===== src/include/accel_consts.svh =====
/*
 * Accelerator farm constants
 * CR address map, unit count, field positions of the request and
 * status words, and the shift-add iteration count
 */

`ifndef ACCEL_CONSTS_SVH
`define ACCEL_CONSTS_SVH

// --------------------
// Farm size
// --------------------
`define ACCEL_NUM_MUL       8

// --------------------
// CR address map
// --------------------
// Byte addresses, one 32-bit word per CR
`define CR_CORE2MUL_BASE    32'h0000_0000
`define CR_MUL2CORE_BASE    32'h0000_0040
`define CR_STRIDE           4

// Request word {start, multiplicand, multiplier}
`define REQ_START_BIT       16
`define REQ_MCAND_MSB       15
`define REQ_MCAND_LSB       8
`define REQ_MPLIER_MSB      7

// Status word {busy, valid, product}
`define RSP_BUSY_BIT        17
`define RSP_VALID_BIT       16

// Shift-add iterations per product
`define MUL_STEPS           8

`endif


===== src/hw/accel_pkg.sv =====
/*
 * Accelerator farm package
 * Packed struct types for the per-unit request and response,
 * the eight-unit bundles, and the flop-based CR image
 */

`include "accel_consts.svh"

package accel_pkg;

    // --------------------
    // Per-unit types
    // --------------------

    // One request, same bit order as the request word
    typedef struct packed {
        logic       valid;
        logic [7:0] multiplicand;
        logic [7:0] multiplier;
    } t_core2mul;

    // One response, same bit order as the status word
    typedef struct packed {
        logic        busy;
        logic        valid;
        logic [15:0] result;
    } t_mul2core;

    // --------------------
    // Farm bundles
    // --------------------

    // Entry i belongs to multiplier unit i
    typedef t_core2mul [`ACCEL_NUM_MUL-1:0] t_core2mul_req;
    typedef t_mul2core [`ACCEL_NUM_MUL-1:0] t_mul2core_rsp;

    // --------------------
    // CR image
    // --------------------

    // Raw request and status words as seen by the core
    typedef struct packed {
        logic [`ACCEL_NUM_MUL-1:0][`REQ_START_BIT:0] cr_core2mul;
        logic [`ACCEL_NUM_MUL-1:0][`RSP_BUSY_BIT:0]  cr_mul2core;
    } t_accel_cr;

endpackage


===== src/hw/accel_cr_mem.sv =====
/*
 * Accelerator CR memory
 * Flop-based control registers between the core register bus
 * and the multiplier farm. Request CRs are written by the core
 * and drive the units directly. Status CRs sample the unit
 * responses every cycle. Reads return a registered word on q.
 */

`timescale 1ns/1ps

`include "accel_consts.svh"

module accel_cr_mem (
    input  logic                     Clk,
    input  logic                     rst_n,

    // Core register bus
    input  logic [31:0]              data,
    input  logic [31:0]              address,
    input  logic                     wren,
    input  logic                     rden,
    output logic [31:0]              q,

    // Multiplier farm
    input  accel_pkg::t_mul2core_rsp mul2core_rsp,
    output accel_pkg::t_core2mul_req core2mul_req
);

    // Current and next CR image
    accel_pkg::t_accel_cr accel_cr;
    accel_pkg::t_accel_cr next_accel_cr;

    // Read data before the output flop
    logic [31:0] pre_q;

    // --------------------
    // Write path
    // --------------------

    always_comb begin : wr_to_accel_cr
        next_accel_cr = accel_cr;

        // Core writes land only in request CRs
        if (wren) begin
            for (int i = 0; i < `ACCEL_NUM_MUL; i++) begin
                if (address == 32'(`CR_CORE2MUL_BASE + `CR_STRIDE * i)) begin
                    // Keep start, multiplicand and multiplier
                    next_accel_cr.cr_core2mul[i] = data[`REQ_START_BIT:0];
                end
            end
        end

        // Status CRs follow the units every cycle
        for (int i = 0; i < `ACCEL_NUM_MUL; i++) begin
            next_accel_cr.cr_mul2core[i][`RSP_BUSY_BIT]      = mul2core_rsp[i].busy;
            next_accel_cr.cr_mul2core[i][`RSP_VALID_BIT]     = mul2core_rsp[i].valid;
            next_accel_cr.cr_mul2core[i][`RSP_VALID_BIT-1:0] = mul2core_rsp[i].result;
        end
    end

    // CR flops
    always_ff @(posedge Clk) begin
        if (!rst_n) begin
            // All starts low after reset
            accel_cr <= '0;
        end else begin
            accel_cr <= next_accel_cr;
        end
    end

    // --------------------
    // Read path
    // --------------------

    always_comb begin : rd_from_accel_cr
        // Unmapped address or no read gives zero
        pre_q = '0;

        if (rden) begin
            for (int i = 0; i < `ACCEL_NUM_MUL; i++) begin
                // Request CR read-back
                if (address == 32'(`CR_CORE2MUL_BASE + `CR_STRIDE * i)) begin
                    pre_q = 32'(accel_cr.cr_core2mul[i]);
                end

                // Status CR read
                if (address == 32'(`CR_MUL2CORE_BASE + `CR_STRIDE * i)) begin
                    pre_q = 32'(accel_cr.cr_mul2core[i]);
                end
            end
        end
    end

    // Registered read data, valid the cycle after rden
    always_ff @(posedge Clk) begin
        if (!rst_n) begin
            q <= '0;
        end else begin
            q <= pre_q;
        end
    end

    // --------------------
    // Request bundle
    // --------------------

    // Straight from the request CRs, no extra delay
    always_comb begin : cr_to_req
        for (int i = 0; i < `ACCEL_NUM_MUL; i++) begin
            core2mul_req[i].valid =
                accel_cr.cr_core2mul[i][`REQ_START_BIT];
            core2mul_req[i].multiplicand =
                accel_cr.cr_core2mul[i][`REQ_MCAND_MSB:`REQ_MCAND_LSB];
            core2mul_req[i].multiplier =
                accel_cr.cr_core2mul[i][`REQ_MPLIER_MSB:0];
        end
    end

endmodule


===== src/hw/accel_mul.sv =====
/*
 * Sequential 8x8 multiplier
 * Unsigned shift-add unit. A rising start level loads the operands,
 * busy is held for a fixed number of steps, then the product is
 * held with valid set until the next start.
 */

`timescale 1ns/1ps

`include "accel_consts.svh"

module accel_mul (
    input  logic                 Clk,
    input  logic                 rst_n,
    input  accel_pkg::t_core2mul req,
    output accel_pkg::t_mul2core rsp
);

    // Step counter width
    localparam int CNT_W = $clog2(`MUL_STEPS);

    // Start edge detection
    logic             start_q;
    logic             start_edge;

    // Control state
    logic             busy;
    logic             valid;
    logic [CNT_W-1:0] step_cnt;
    logic             last_step;

    // Datapath
    logic [15:0]      mcand_sh;
    logic [7:0]       mplier_sh;
    logic [15:0]      acc;
    logic [15:0]      acc_sum;

    // --------------------
    // Start detection
    // --------------------

    // Previous start level
    always_ff @(posedge Clk) begin
        if (!rst_n) begin
            start_q <= 1'b0;
        end else begin
            start_q <= req.valid;
        end
    end

    // Low to high on the request valid
    assign start_edge = req.valid & ~start_q;

    // --------------------
    // Shift-add datapath
    // --------------------

    // Add the shifted multiplicand when the multiplier bit is set
    assign acc_sum   = mplier_sh[0] ? (acc + mcand_sh) : acc;
    assign last_step = (step_cnt == CNT_W'(`MUL_STEPS - 1));

    // Operand shifters
    always_ff @(posedge Clk) begin
        if (start_edge && !busy) begin
            mcand_sh  <= {8'h00, req.multiplicand};
            mplier_sh <= req.multiplier;
        end else if (busy) begin
            mcand_sh  <= mcand_sh << 1;
            mplier_sh <= mplier_sh >> 1;
        end
    end

    // Control and accumulator
    always_ff @(posedge Clk) begin
        if (!rst_n) begin
            busy     <= 1'b0;
            valid    <= 1'b0;
            step_cnt <= '0;
            acc      <= '0;
        end else if (start_edge && !busy) begin
            // Fresh product, old result dropped
            busy     <= 1'b1;
            valid    <= 1'b0;
            step_cnt <= '0;
            acc      <= '0;
        end else if (busy) begin
            acc      <= acc_sum;
            step_cnt <= step_cnt + 1'b1;
            // Done in the same cycle busy falls
            if (last_step) begin
                busy  <= 1'b0;
                valid <= 1'b1;
            end
        end
    end

    // --------------------
    // Response
    // --------------------

    // Accumulator holds the product after the last step
    assign rsp.busy   = busy;
    assign rsp.valid  = valid;
    assign rsp.result = acc;

endmodule


===== src/hw/accel_top.sv =====
/*
 * Accelerator farm top
 * Joins the CR memory on the core register bus to eight
 * sequential multiplier units
 */

`timescale 1ns/1ps

`include "accel_consts.svh"

module accel_top (
    input  logic        Clk,
    input  logic        rst_n,

    // Core register bus
    input  logic [31:0] data,
    input  logic [31:0] address,
    input  logic        wren,
    input  logic        rden,
    output logic [31:0] q
);

    // --------------------
    // Farm bundles
    // --------------------

    // Request CRs out to the units
    accel_pkg::t_core2mul_req core2mul_req;

    // Unit responses back to the status CRs
    accel_pkg::t_mul2core_rsp mul2core_rsp;

    // --------------------
    // CR memory
    // --------------------

    accel_cr_mem i_accel_cr_mem (
        .Clk          (Clk),
        .rst_n        (rst_n),
        .data         (data),
        .address      (address),
        .wren         (wren),
        .rden         (rden),
        .q            (q),
        .mul2core_rsp (mul2core_rsp),
        .core2mul_req (core2mul_req)
    );

    // --------------------
    // Multiplier units
    // --------------------

    // One unit per request and status CR pair
    for (genvar i = 0; i < `ACCEL_NUM_MUL; i++) begin : g_mul
        accel_mul i_accel_mul (
            .Clk   (Clk),
            .rst_n (rst_n),
            .req   (core2mul_req[i]),
            .rsp   (mul2core_rsp[i])
        );
    end

endmodule


===== config.mk =====
export PLATFORM = sky130hd
export DESIGN_NAME = accel_top
export DESIGN_NICKNAME = d
export VERILOG_FILES = /design/src/hw/accel_pkg.sv /design/src/hw/accel_cr_mem.sv /design/src/hw/accel_mul.sv /design/src/hw/accel_top.sv
export VERILOG_INCLUDE_DIRS = /design/src /design/src/include
export SDC_FILE = /design/constraint.sdc
export NUM_CORES = 1
export LEC_CHECK = 0
export ABC_AREA = 1
export ABC_CLOCK_PERIOD_IN_PS = 2520
export BUFFER_PORTS_ARGS = -buffer_cell sky130_fd_sc_hd__buf_2
export CAP_MARGIN = 40
export CORE_UTILIZATION = 23
export DETAILED_ROUTE_END_ITERATION = 12
export PLACE_DENSITY = 0.47
export SYNTH_ARGS = -nofsm -noshare
export SYNTH_HDL_FRONTEND = slang
export SYNTH_HIERARCHICAL = 1
export SYNTH_SLANG_ARGS = --single-unit

===== constraint.sdc =====
create_clock -name Clk -period 2.52 [get_ports Clk]
set_input_delay 0.504 -clock Clk [delete_from_list [all_inputs] [get_ports Clk]]
set_output_delay 0.504 -clock Clk [all_outputs]
set_load 0.03 [all_outputs]

# --- After elaboration in Yosys (flattened, before gate mapping) ---
# Index checks and enable logic that the tools add are counted.
classes:
  muxes: 72
  reduce_logical: 59
  addsub: 16
  n_bitwise: 18
  multipliers: 0
  shifts: 0
  n_lt_le_gt_ge: 0
  n_eq_ne: 23
  div: 0
ops:
  columns: ["cell", "count"]
  rows:
  - ["18-bit two-way mux", 15]
  - ["32-bit by 7-bit equality test with 1-bit output, second input constant", 8]
  - ["8-bit two-way mux", 32]
  - ["16-bit adder", 8]
  - ["32-bit by 5-bit equality test with 1-bit output, second input constant", 4]
  - ["32-bit by 4-bit equality test with 1-bit output, second input constant", 2]
  - ["2-bit AND reduction", 25]
  - ["32-bit by 3-bit equality test with 1-bit output, second input constant", 1]
  - ["32-bit logical NOT", 1]
  - ["3-bit by 1-bit adder with 3-bit output, second input constant", 8]
  - ["3-bit equality test, second input constant", 8]
  - ["1-bit two-way mux", 24]
  - ["17-bit two-way mux", 1]
  - ["17-bit OR reduction", 1]
  - ["2-bit nonzero test", 8]
  - ["2-bit OR reduction", 8]
  - ["1-bit NOT", 10]
  - ["1-bit bitwise AND", 8]
  - ["1-bit logical AND", 8]
  - ["1-bit logical NOT", 8]
word_totals:
  in_bits: 68
  elab_cells: 270
  latchBits: 0
  reg_bits: 680
  mem_bits_ro: 0
  out_inout_bits: 32
  mem_bits_rw: 0
  n_memories: 0

# --- Depth between registers and ports, before layout ---
# Gate-level depths: netlist of the first run.
logic_depth:
  ltp_word: 17
  depth_mapped: 19
  ltp_nobuf: 19

# --- Modules after synthesis ---
# Netlist of the first run, hierarchy kept.
modules_own_cells:
  columns: ["module", "area_each_um2", "cells_each", "seq_area_each_um2", "n_inst"]
  rows:
  - ["accel_mul at g_mul[1].i_accel_mul ...", 2740.1, 356, 1081.0, 6]
  - ["accel_cr_mem", 13579.3, 1820, 5965.7, 1]
  - ["accel_mul at g_mul[0].i_accel_mul", 2748.9, 360, 1081.0, 1]
  - ["accel_mul at g_mul[7].i_accel_mul", 2740.1, 357, 1081.0, 1]

# --- Least setup slack after synthesis of the first run ---
# OpenSTA, ideal clock, no wires.
synth_timing:
  kind: "input -> register"
  from: "in address[25]"
  to: "reg i_accel_cr_mem.q[12]"
  setup_slack_ns: 0.372
  path_buffers: 1
  t_required_ns: 2.398
  path_stages: 17
  setup_time_ns: 0.122
  arrival_ns: 2.027
  path_cell_list: "nor2_1 > nand2_1 > inv_1 > nand2_1 > nor2_4 > nand2_4 > nor2_8 > nand2_8 > nor2_4 > inv_2 > buf_2 > nor2_1 > nor2_1 > nand2_1 > nand2_1 > nand2_1 > a21oi_2"
synth_between:
  elab_chain_cells: 17
  word_cells_on_any_way: 32
  cone_classes: "eq/ne (15); mux (16); reduce/logical (1)"
synth_lines:
  columns: ["element", "line", "rtl"]
  rows:
  - ["from (decl)", "accel_top.sv:17", "input logic [31:0] address,"]
  - ["32-bit logical NOT", "accel_cr_mem.sv:82", "if (address == 32'(`CR_CORE2MUL_BASE + `CR_STRIDE * i)) begin"]
  - ["17-bit two-way mux", "accel_cr_mem.sv:82", null]
  - ["18-bit two-way mux", "accel_cr_mem.sv:87", "if (address == 32'(`CR_MUL2CORE_BASE + `CR_STRIDE * i)) begin"]
  - ["18-bit two-way mux", "accel_cr_mem.sv:82", null]
  - ["18-bit two-way mux", "accel_cr_mem.sv:87", null]
  - ["18-bit two-way mux", "accel_cr_mem.sv:82", null]
  - ["18-bit two-way mux", "accel_cr_mem.sv:87", null]
  - ["18-bit two-way mux", "accel_cr_mem.sv:82", null]
  - ["18-bit two-way mux", "accel_cr_mem.sv:87", null]
  - ["18-bit two-way mux", "accel_cr_mem.sv:82", null]
  - ["18-bit two-way mux", "accel_cr_mem.sv:87", null]
  - ["18-bit two-way mux", "accel_cr_mem.sv:82", null]
  - ["18-bit two-way mux", "accel_cr_mem.sv:87", null]
  - ["18-bit two-way mux", "accel_cr_mem.sv:82", null]
  - ["18-bit two-way mux", "accel_cr_mem.sv:87", null]
  - ["18-bit two-way mux", "accel_cr_mem.sv:82", null]
  - ["18-bit two-way mux *", "accel_cr_mem.sv:87", null]
  - ["to (signal assigned)", "accel_cr_mem.sv:99", "q <= pre_q;"]
  - ["to (decl)", "accel_cr_mem.sv:22", "output logic [31:0] q,"]
# Every way passes the cells marked *; elsewhere a longest branch is shown, timed or not.
# A chain may end at the register's enable or synchronous reset.

# --- Worst setup path in the final report of the first run ---
layout_timing:
  from: "in address[27]"
  to: "reg i_accel_cr_mem.q[5]"
# The elaborated chain is that of the path after synthesis.

==> results of run 1 <==
-- critical path, cell delays in order --
cell and delay [ns]:
buf_2 0.10, nor2_1 0.14, nand2_1 0.07, nor2_1 0.12
nand2_2 0.10, nor2_4 0.27, buf_4 0.19, o211ai_4 0.15
buf_4 0.19, nand3_1 0.14, nand3_1 0.14, o211ai_1 0.12
nand2_1 0.10, nand2_1 0.11, nand2_1 0.06, nand3_1 0.12
nand2_1 0.10, a21oi_1 0.14
-- registers in the layout, indices dropped and copies added (netlist names) --
signal / count
i_accel_cr_mem/accel_cr: 144
i_accel_cr_mem/core2mul_req: 136
g_mul.i_accel_mul/acc: 128
g_mul.i_accel_mul/mcand_sh: 128
g_mul.i_accel_mul/mplier_sh: 64
g_mul.i_accel_mul/step_cnt: 24
i_accel_cr_mem/q: 18
g_mul.i_accel_mul/busy: 8
g_mul.i_accel_mul/start_q: 8
g_mul.i_accel_mul/valid: 8
-- metal layers --
layer  share of wire, %  vias up  global-route usage, %
met2                 43      479                   20.8
met5              0.025        -                      0
met3                5.0      119                   2.21
met1                 49    13000                   18.8
li1                   -    14600                      -
met4                2.4        4                   4.24
-- layout by cell type (no fill, tap or decap), types with 9 or more instances in the layout --
master and count:
a221oi_1 15, buf_12 22, a22oi_1 64, nand3_1 264, conb_1 14, clkinv_2 19
xor2_1 27, dfxtp_1 538, or2_2 13, nor2_1 447, buf_4 115, buf_2 69
clkinv_1 13, o21ai_0 164, a21oi_2 11, nand2_4 10, a21oi_1 270, inv_2 18
mux2_4 55, o2111ai_1 13, clkbuf_16 80, edfxtp_1 128, nor3_1 30, ha_1 136
inv_1 793, a31oi_1 15, nand2_2 13, nand4_1 23, clkbuf_1 12, nor2_4 15
xnor2_1 25, nand2_1 1111, inv_4 10, nand3_4 9, a211oi_1 19, mux2_2 57
-- cell families (layout without fill, tap and decap cells) --
| logic type | count (synthesis) | count (layout) | share of synthesized area, % |
|---|---|---|---|
| and+or+nand+nor | 1980 | 1980 | 23.9 |
| buffers and inverters | 1124 | 1179 | 14.6 |
| DFF | 666 | 666 | 41.2 |
| AOI/OAI and AO/OA | 593 | 593 | 9.63 |
| adders and majority gates | 144 | 144 | 5.24 |
| muxes | 113 | 113 | 4.16 |
| xor gates and xnor gates | 52 | 52 | 1.28 |
| other | 1 | 20 | 0.0106 |
-- how the worst max path moves through the flow --
| stage | from | to | cells after the start |
|---|---|---|---|
| final | address[27] | i_accel_cr_mem/q[5]$_SDFF_PN0_ | 18 |
| after global routing | address[25] | i_accel_cr_mem/q[13]$_SDFF_PN0_ | 19 |
| after CTS | address[27] | i_accel_cr_mem/q[16]$_SDFF_PN0_ | 20 |
| after detailed placement | address[25] | i_accel_cr_mem/q[16]$_SDFF_PN0_ | 20 |
| after global placement | address[25] | i_accel_cr_mem/q[13]$_SDFF_PN0_ | 19 |
| after floorplan | address[25] | i_accel_cr_mem/q[12]$_SDFF_PN0_ | 17 |
-- layout make-up --
class                   count  share of cell area (%)
repair buffers            207                    4.13
diodes                      6                  0.0372
multi-input cells        2896                    39.1
clock buffers              97                    5.25
flip-flops and latches    666                    36.2
inverters                 824                    7.73
clock inverters            51                    1.24
well taps                2030                    6.30
-- report_power, final --
| group | internal [mW] | switching (mW) |
|---|---|---|
| Clock | 6.58 | 4.98 |
| Combinational | 0.141 | 0.421 |
| Sequential | 10.8 | 0.0171 |
| Total | 17.6 | 5.41 |
==> impl_metrics.csv, run 1 <==
group,metric,value,unit
outcome,outcome,"complete, no violations",
pwr,ir_drop,0.442,mV
logic_synthesis,synth_edf_count,128,
setup_path,required,3.12,ns
logic_synthesis,synth_top_area_share,30.3,%
placement,dpl.hpwl,80000,um
flow_run,drv_cap,0,
clock_tree,cts_buffers,79,
clock_tree,clk_pin_slew_worst_paths,0.06,ns
logic_synthesis,yosysMostFrequentCell,"nand2_1",
cells_and_area,drive_above_1_share,12.0,%
logic_synthesis,yosysWarnings,6,
floorplanning,dieArea,156000,um^2
route,drc,0,
logic_synthesis,synthTopCellsByCount,"nand2_1 (1111), inv_1 (793), dfxtp_1 (538), nor2_1 (447), a21oi_1 (270)",
setup_path,crit_fanout,11,
placement,port-buffer-count,70,
timing,worst_slew_pin_slew,0.767,ns
floorplanning,dieHeight,395,um
pwr,power.density,569,nW/um^2
cells_and_area,nFillCells,16700,
cells_and_area,design_area,40300,um^2
pwr,p_leak,19.4,nW
clock_tree,ctsResizeCount,0,
floorplanning,core,153000,um^2
timing,final.setup.tns,0,ns
clock_tree,cts.sinks,666,
logic_synthesis,seq_area_frac_synth,41.2,%
placement,dp.cells,6623,
clock_tree,cts_tree,"yes",
cells_and_area,area_growth_syn_to_layout,13.6,%
timing,fin_skew,0.0364,ns
grt,overflow,0,
route,drt_iter0_drc,2119,
worst_hold_path,hold_path.class,"input pin to flop",
clock_tree,htreeDepth,3,
timing,slew_violations,0,
logic_synthesis,yosys-top-cells-area,"dfxtp_1 (30%), nand2_1 (12%), edfxtp_1 (11%)",
logic_synthesis,synthCells,4673,
grt,grt_pass1_wl,161000,um
grt,track_usage,13.4,%
grt,grt_pass1_vias,26500,
floorplanning,io_pins,100,
timing,setup_viol,0,
logic_synthesis,synth_top_area_cell,"dfxtp_1",
logic_synthesis,synthArstFlopShare,0,%
grt,grt_max_degree,85,
timing,timing.final.ws_setup,0.230,ns
setup_path,worstSetupStartpointType,"input pin",
route,wire_per_inst,15.7,um
logic_synthesis,synth_cell_types,56,
logic_synthesis,syn_area_per_cell,7.60,um^2
timing,hold_viol,0,
setup_path,endpoint_kind,"flop",
route,route.antenna.remaining_nets,0,
timing,final_min_period_over_clock_period,90.9,%
route,drt_first_pass_iters,6,
setup_path,criticalPathCategory,"input pin to flop",
setup_path,r2r-end,"g_mul[4].i_accel_mul/acc[10]$_SDFFE_PP0P_",
clock_tree,insertion_delay,0.68,ns
pwr,power.total,23.0,mW
cells_and_area,nets,4886,
setup_path,worst-r2r-setup-slack,0.51,ns
worst_hold_path,min_path_cells,3,
clock_tree,clockBufferDepth,3,
placement,post-place-ws,-0.404,ns
placement,placed_cell_area,37700,um^2
worst_hold_path,hold_path_startpoint,"rst_n",
clock_tree,cts_setup_buffers,0,
timing,min_period,2.29,ns
timing,fmax,0.437,GHz
logic_synthesis,synth_ff_type,"dfxtp_1",
logic_synthesis,ys_ff_latch,666,
setup_path,arrival,2.89,ns
clock_tree,cts-hold-fix-buffers,0,
floorplanning,row_count,143,
setup_path,rr_startpoint,"g_mul[4].i_accel_mul/mcand_sh[0]$_SDFFCE_PN0P_",
placement,place.gp.congestion,0.918,
timing,fin_hold_ws,0.177,ns
cells_and_area,seqCellArea,14600,um^2
cells_and_area,postLayoutCoreUtil,26.4,%
clock_tree,cts_root_buf,"clkbuf_16",
route,vias,28200,
timing,grt_setup_unrepaired,"false",
cells_and_area,instances_no_fill,6777,
floorplanning,die_width,395,um
cells_and_area,multiInputGateArea,15800,um^2
setup_path,r2r_cells,12,
timing,maxSlewHeadroom,48.8,%
route,via_per_inst,4.17,
grt,antenna_found_initial,4,
floorplanning,start_util,23.3,%
logic_synthesis,synth_area,35500,um^2
worst_hold_path,worstHoldEndpoint,"i_accel_cr_mem/core2mul_req[128]$_SDFFE_PN0P_",
route,drt_wl_total,107000,um
(Power assumes the default switching activity.)
==> run 2: changes to the inputs <==
--- a/config.mk
+++ b/config.mk
@@ -15,5 +15,4 @@
 export PLACE_DENSITY = 0.47
 export SYNTH_ARGS = -nofsm -noshare
 export SYNTH_HDL_FRONTEND = slang
-export SYNTH_HIERARCHICAL = 1
 export SYNTH_SLANG_ARGS = --single-unit
==> impl_metrics.csv, run 2 <==
group,metric,value,unit
outcome,outcome,"complete, but fails checks",
outcome,violations,"design-rule violations",
route,vias,25400,
flow_run,drv_cap,0,
logic_synthesis,synth_area,30900,um^2
cells_and_area,antenna_cells,0,
timing,setup_viol,0,
setup_path,arrival,3.04,ns
logic_synthesis,yosysWarnings,0,
floorplanning,dieArea,136000,um^2
cells_and_area,instances_no_fill,5933,
logic_synthesis,yosys-top-cells-area,"dfxtp_1 (35%), edfxtp_1 (12%), nand2_1 (7.6%)",
setup_path,endpoint_kind,"flop",
grt,track_usage,13.8,%
timing,maxSlewHeadroom,49.0,%
logic_synthesis,yosysMostFrequentCell,"nand2_1",
placement,dpl.hpwl,69900,um
clock_tree,insertion_delay,0.64,ns
cells_and_area,nFillCells,14400,
setup_path,worstSetupStartpointType,"input pin",
grt,met3_usage,1.77,%
clock_tree,cts.sinks,666,
logic_synthesis,synthTopCellsByCount,"nand2_1 (628), inv_1 (607), dfxtp_1 (538), o21ai_0 (397), nor2_1 (353)",
route,drt_iter0_drc,1740,
cells_and_area,most-common-layout-cells,"nand2_1 (628), inv_1 (606), dfxtp_1 (538)",
setup_path,r2r-end,"g_mul[2].i_accel_mul.acc[12]$_SDFFE_PP0P_",
timing,hold_viol,0,
timing,fmax,0.401,GHz
timing,final.setup.tns,0,ns
grt,overflow,0,
grt,grt.busiest_layer,"met2",
cells_and_area,multiInputGateArea,13400,um^2
floorplanning,die_width,368,um
clock_tree,cts_tree,"yes",
cells_and_area,top_register,"i_accel_cr_mem.accel_cr",
cells_and_area,largest_reg_flops,144,
placement,dp.cells,5768,
cells_and_area,area_growth_syn_to_layout,22.7,%
timing,min_period,2.50,ns
setup_path,criticalPathCategory,"input pin to flop",
route,via_per_inst,4.28,
cells_and_area,seqCellArea,14600,um^2
grt,met1_usage,19.6,%
timing,fin_skew,0.0221,ns
route,route.antenna.remaining_nets,0,
logic_synthesis,syn_area_per_cell,8.04,um^2
pwr,p_leak,18.0,nW
setup_path,crit_fanout,12,
placement,place.gp.congestion,0.877,
route,wire_per_inst,16.0,um
grt,antenna_found_initial,4,
logic_synthesis,synth_cell_types,56,
pwr,power.density,612,nW/um^2
clock_tree,cts_buffers,78,
logic_synthesis,synthCells,3843,
pwr,combPwrFrac,2.9,%
worst_hold_path,min_path_cells,3,
route,drc,1,
cells_and_area,nets,4311,
cells_and_area,final_common_cell,"nand2_1",
logic_synthesis,ys_ff_latch,666,
pwr,p_int,17.9,mW
grt,grt_pass1_wl,144000,um
route,drt_wl_total,94900,um
floorplanning,row_count,134,
setup_path,required,3.06,ns
pwr,clockPowerShare,50.2,%
pwr,ir_drop,0.421,mV
floorplanning,dieHeight,368,um
grt,grt_max_degree,67,
floorplanning,io_pins,100,
clock_tree,clk_pin_slew_worst_paths,0.06,ns
clock_tree,clockBufferDepth,3,
timing,final_min_period_over_clock_period,99.1,%
worst_hold_path,hold_path_startpoint,"rst_n",
pwr,seqPwrFrac,47.0,%
logic_synthesis,synth_ff_type,"dfxtp_1",
clock_tree,cts_root_buf,"clkbuf_16",
cells_and_area,drive_above_1_share,14.9,%
setup_path,rr_startpoint,"g_mul[2].i_accel_mul.mcand_sh[0]$_SDFFCE_PN0P_",
logic_synthesis,synth_edf_count,128,
timing,slew_violations,0,
worst_hold_path,hold_path.class,"input pin to flop",
timing,worst_slew_pin_slew,0.766,ns
route,drt_first_pass_iters,9,
clock_tree,htreeDepth,3,
placement,port-buffer-count,70,
pwr,power.total,23.2,mW
logic_synthesis,synthArstFlopShare,0,%
timing,timing.final.ws_setup,0.0232,ns
floorplanning,start_util,23.2,%
pwr,swShare,22.8,%
grt,grt_pass1_vias,23900,
logic_synthesis,synth_top_area_cell,"dfxtp_1",
pwr,p_sw,5.29,mW
logic_synthesis,seq_area_frac_synth,47.3,%
setup_path,r2r_cells,14,
worst_hold_path,worstHoldEndpoint,"i_accel_cr_mem.accel_cr[96]$_SDFF_PN0_",
placement,post-place-ws,-0.602,ns
setup_path,worst-r2r-setup-slack,0.12,ns
grt,grtUsageMet2,21.1,%
floorplanning,core,133000,um^2
logic_synthesis,synth_top_area_share,34.9,%
[run 2: cell families after synthesis]
kind of cell	synth area share, %
buffers and inverters	10.3
AO/OA/AOI/OAI	17.4
flip-flops	47.3
multiplexers	0.474
XOR/XNOR	3.40
AND/OR/NAND/NOR	15.1
other	0.0121
adder cells (fa/ha/maj)	6.03
[run 2: power groups by stage]
stage	clock (mW)	combinational, mW	sequential, mW
2_1_floorplan	0	0.375	11.1
3_3_place_gp	0	0.659	11.1
3_5_place_dp	0	0.662	11.1
4_1_cts	12.0	0.664	10.9
5_1_grt	12.4	0.731	10.9
6_report	11.6	0.665	10.9
[run 2: per-stage QoR]
step / hold WS [ns] / cell area, um^2 / utilization [%]
after detailed placement: 0.422 / 34800 / 26.1
after floorplan: 0.407 / 30900 / -
after global placement: 0.420 / 34800 / 26.1
final: 0.215 / 37900 / 28.4
after CTS: 0.179 / 37600 / 28.2
after global routing: 0.209 / 37900 / 28.4
[run 2: timing repair]
| item | in CTS | in global routing |
|---|---|---|
| pin swaps | 6 | 23 |
| setup endpoints to repair | 8 | 33 |
| resized for setup | 11 | 65 |
| setup buffers | 7 | 12 |
| hold buffers | 0 | 0 |
[run 2: per-layer routing]
layer  share of wire (%)  up-vias
met4                 3.0        0
li1                    -    13000
met5                   0        -
met2                  43      538
met1                  49    11700
met3                 4.8      139
[run 2: final cells by class]
class	count	share of cell area, %
Multi-Input combinational cell	2384	35.4
Inverter	633	6.29
Timing Repair Buffer	336	6.88
Sequential cell	666	38.6
Clock inverter	39	1.04
Clock buffer	107	5.98
Tap cell	1768	5.84
[run 2: worst max-delay path by stage]
stage | from | end | slack (ns) | cells past startpoint
2_1_floorplan | g_mul[1].i_accel_mul.acc[0]$_SDFFE_PP0P_ | g_mul[1].i_accel_mul.acc[14]$_SDFFE_PP0P_ | 0.23 | 14
3_3_place_gp | address[7] | i_accel_cr_mem.q[8]$_SDFF_PN0_ | -0.59 | 15
3_5_place_dp | address[5] | i_accel_cr_mem.q[8]$_SDFF_PN0_ | -0.60 | 15
4_1_cts | g_mul[6].i_accel_mul.mcand_sh[0]$_SDFFCE_PN0P_ | g_mul[6].i_accel_mul.acc[14]$_SDFFE_PP0P_ | -0.001 | 14
5_1_grt | g_mul[2].i_accel_mul.mcand_sh[2]$_DFFE_PP_ | g_mul[2].i_accel_mul.acc[15]$_SDFFE_PP0P_ | -0.003 | 15
6_report | address[5] | i_accel_cr_mem.q[8]$_SDFF_PN0_ | 0.02 | 15
[run 2: worst max-delay path, cell delays in order]
cell	delay, ns
buf_2	0.10
inv_1	0.07
buf_4	0.11
nand4_1	0.28
nor2_2	0.22
buf_4	0.13
nand3_2	0.06
buf_4	0.18
buf_4	0.18
a21oi_1	0.19
nor2_1	0.08
o21ai_1	0.28
nand2_1	0.18
a21o_1	0.22
a21oi_1	0.23
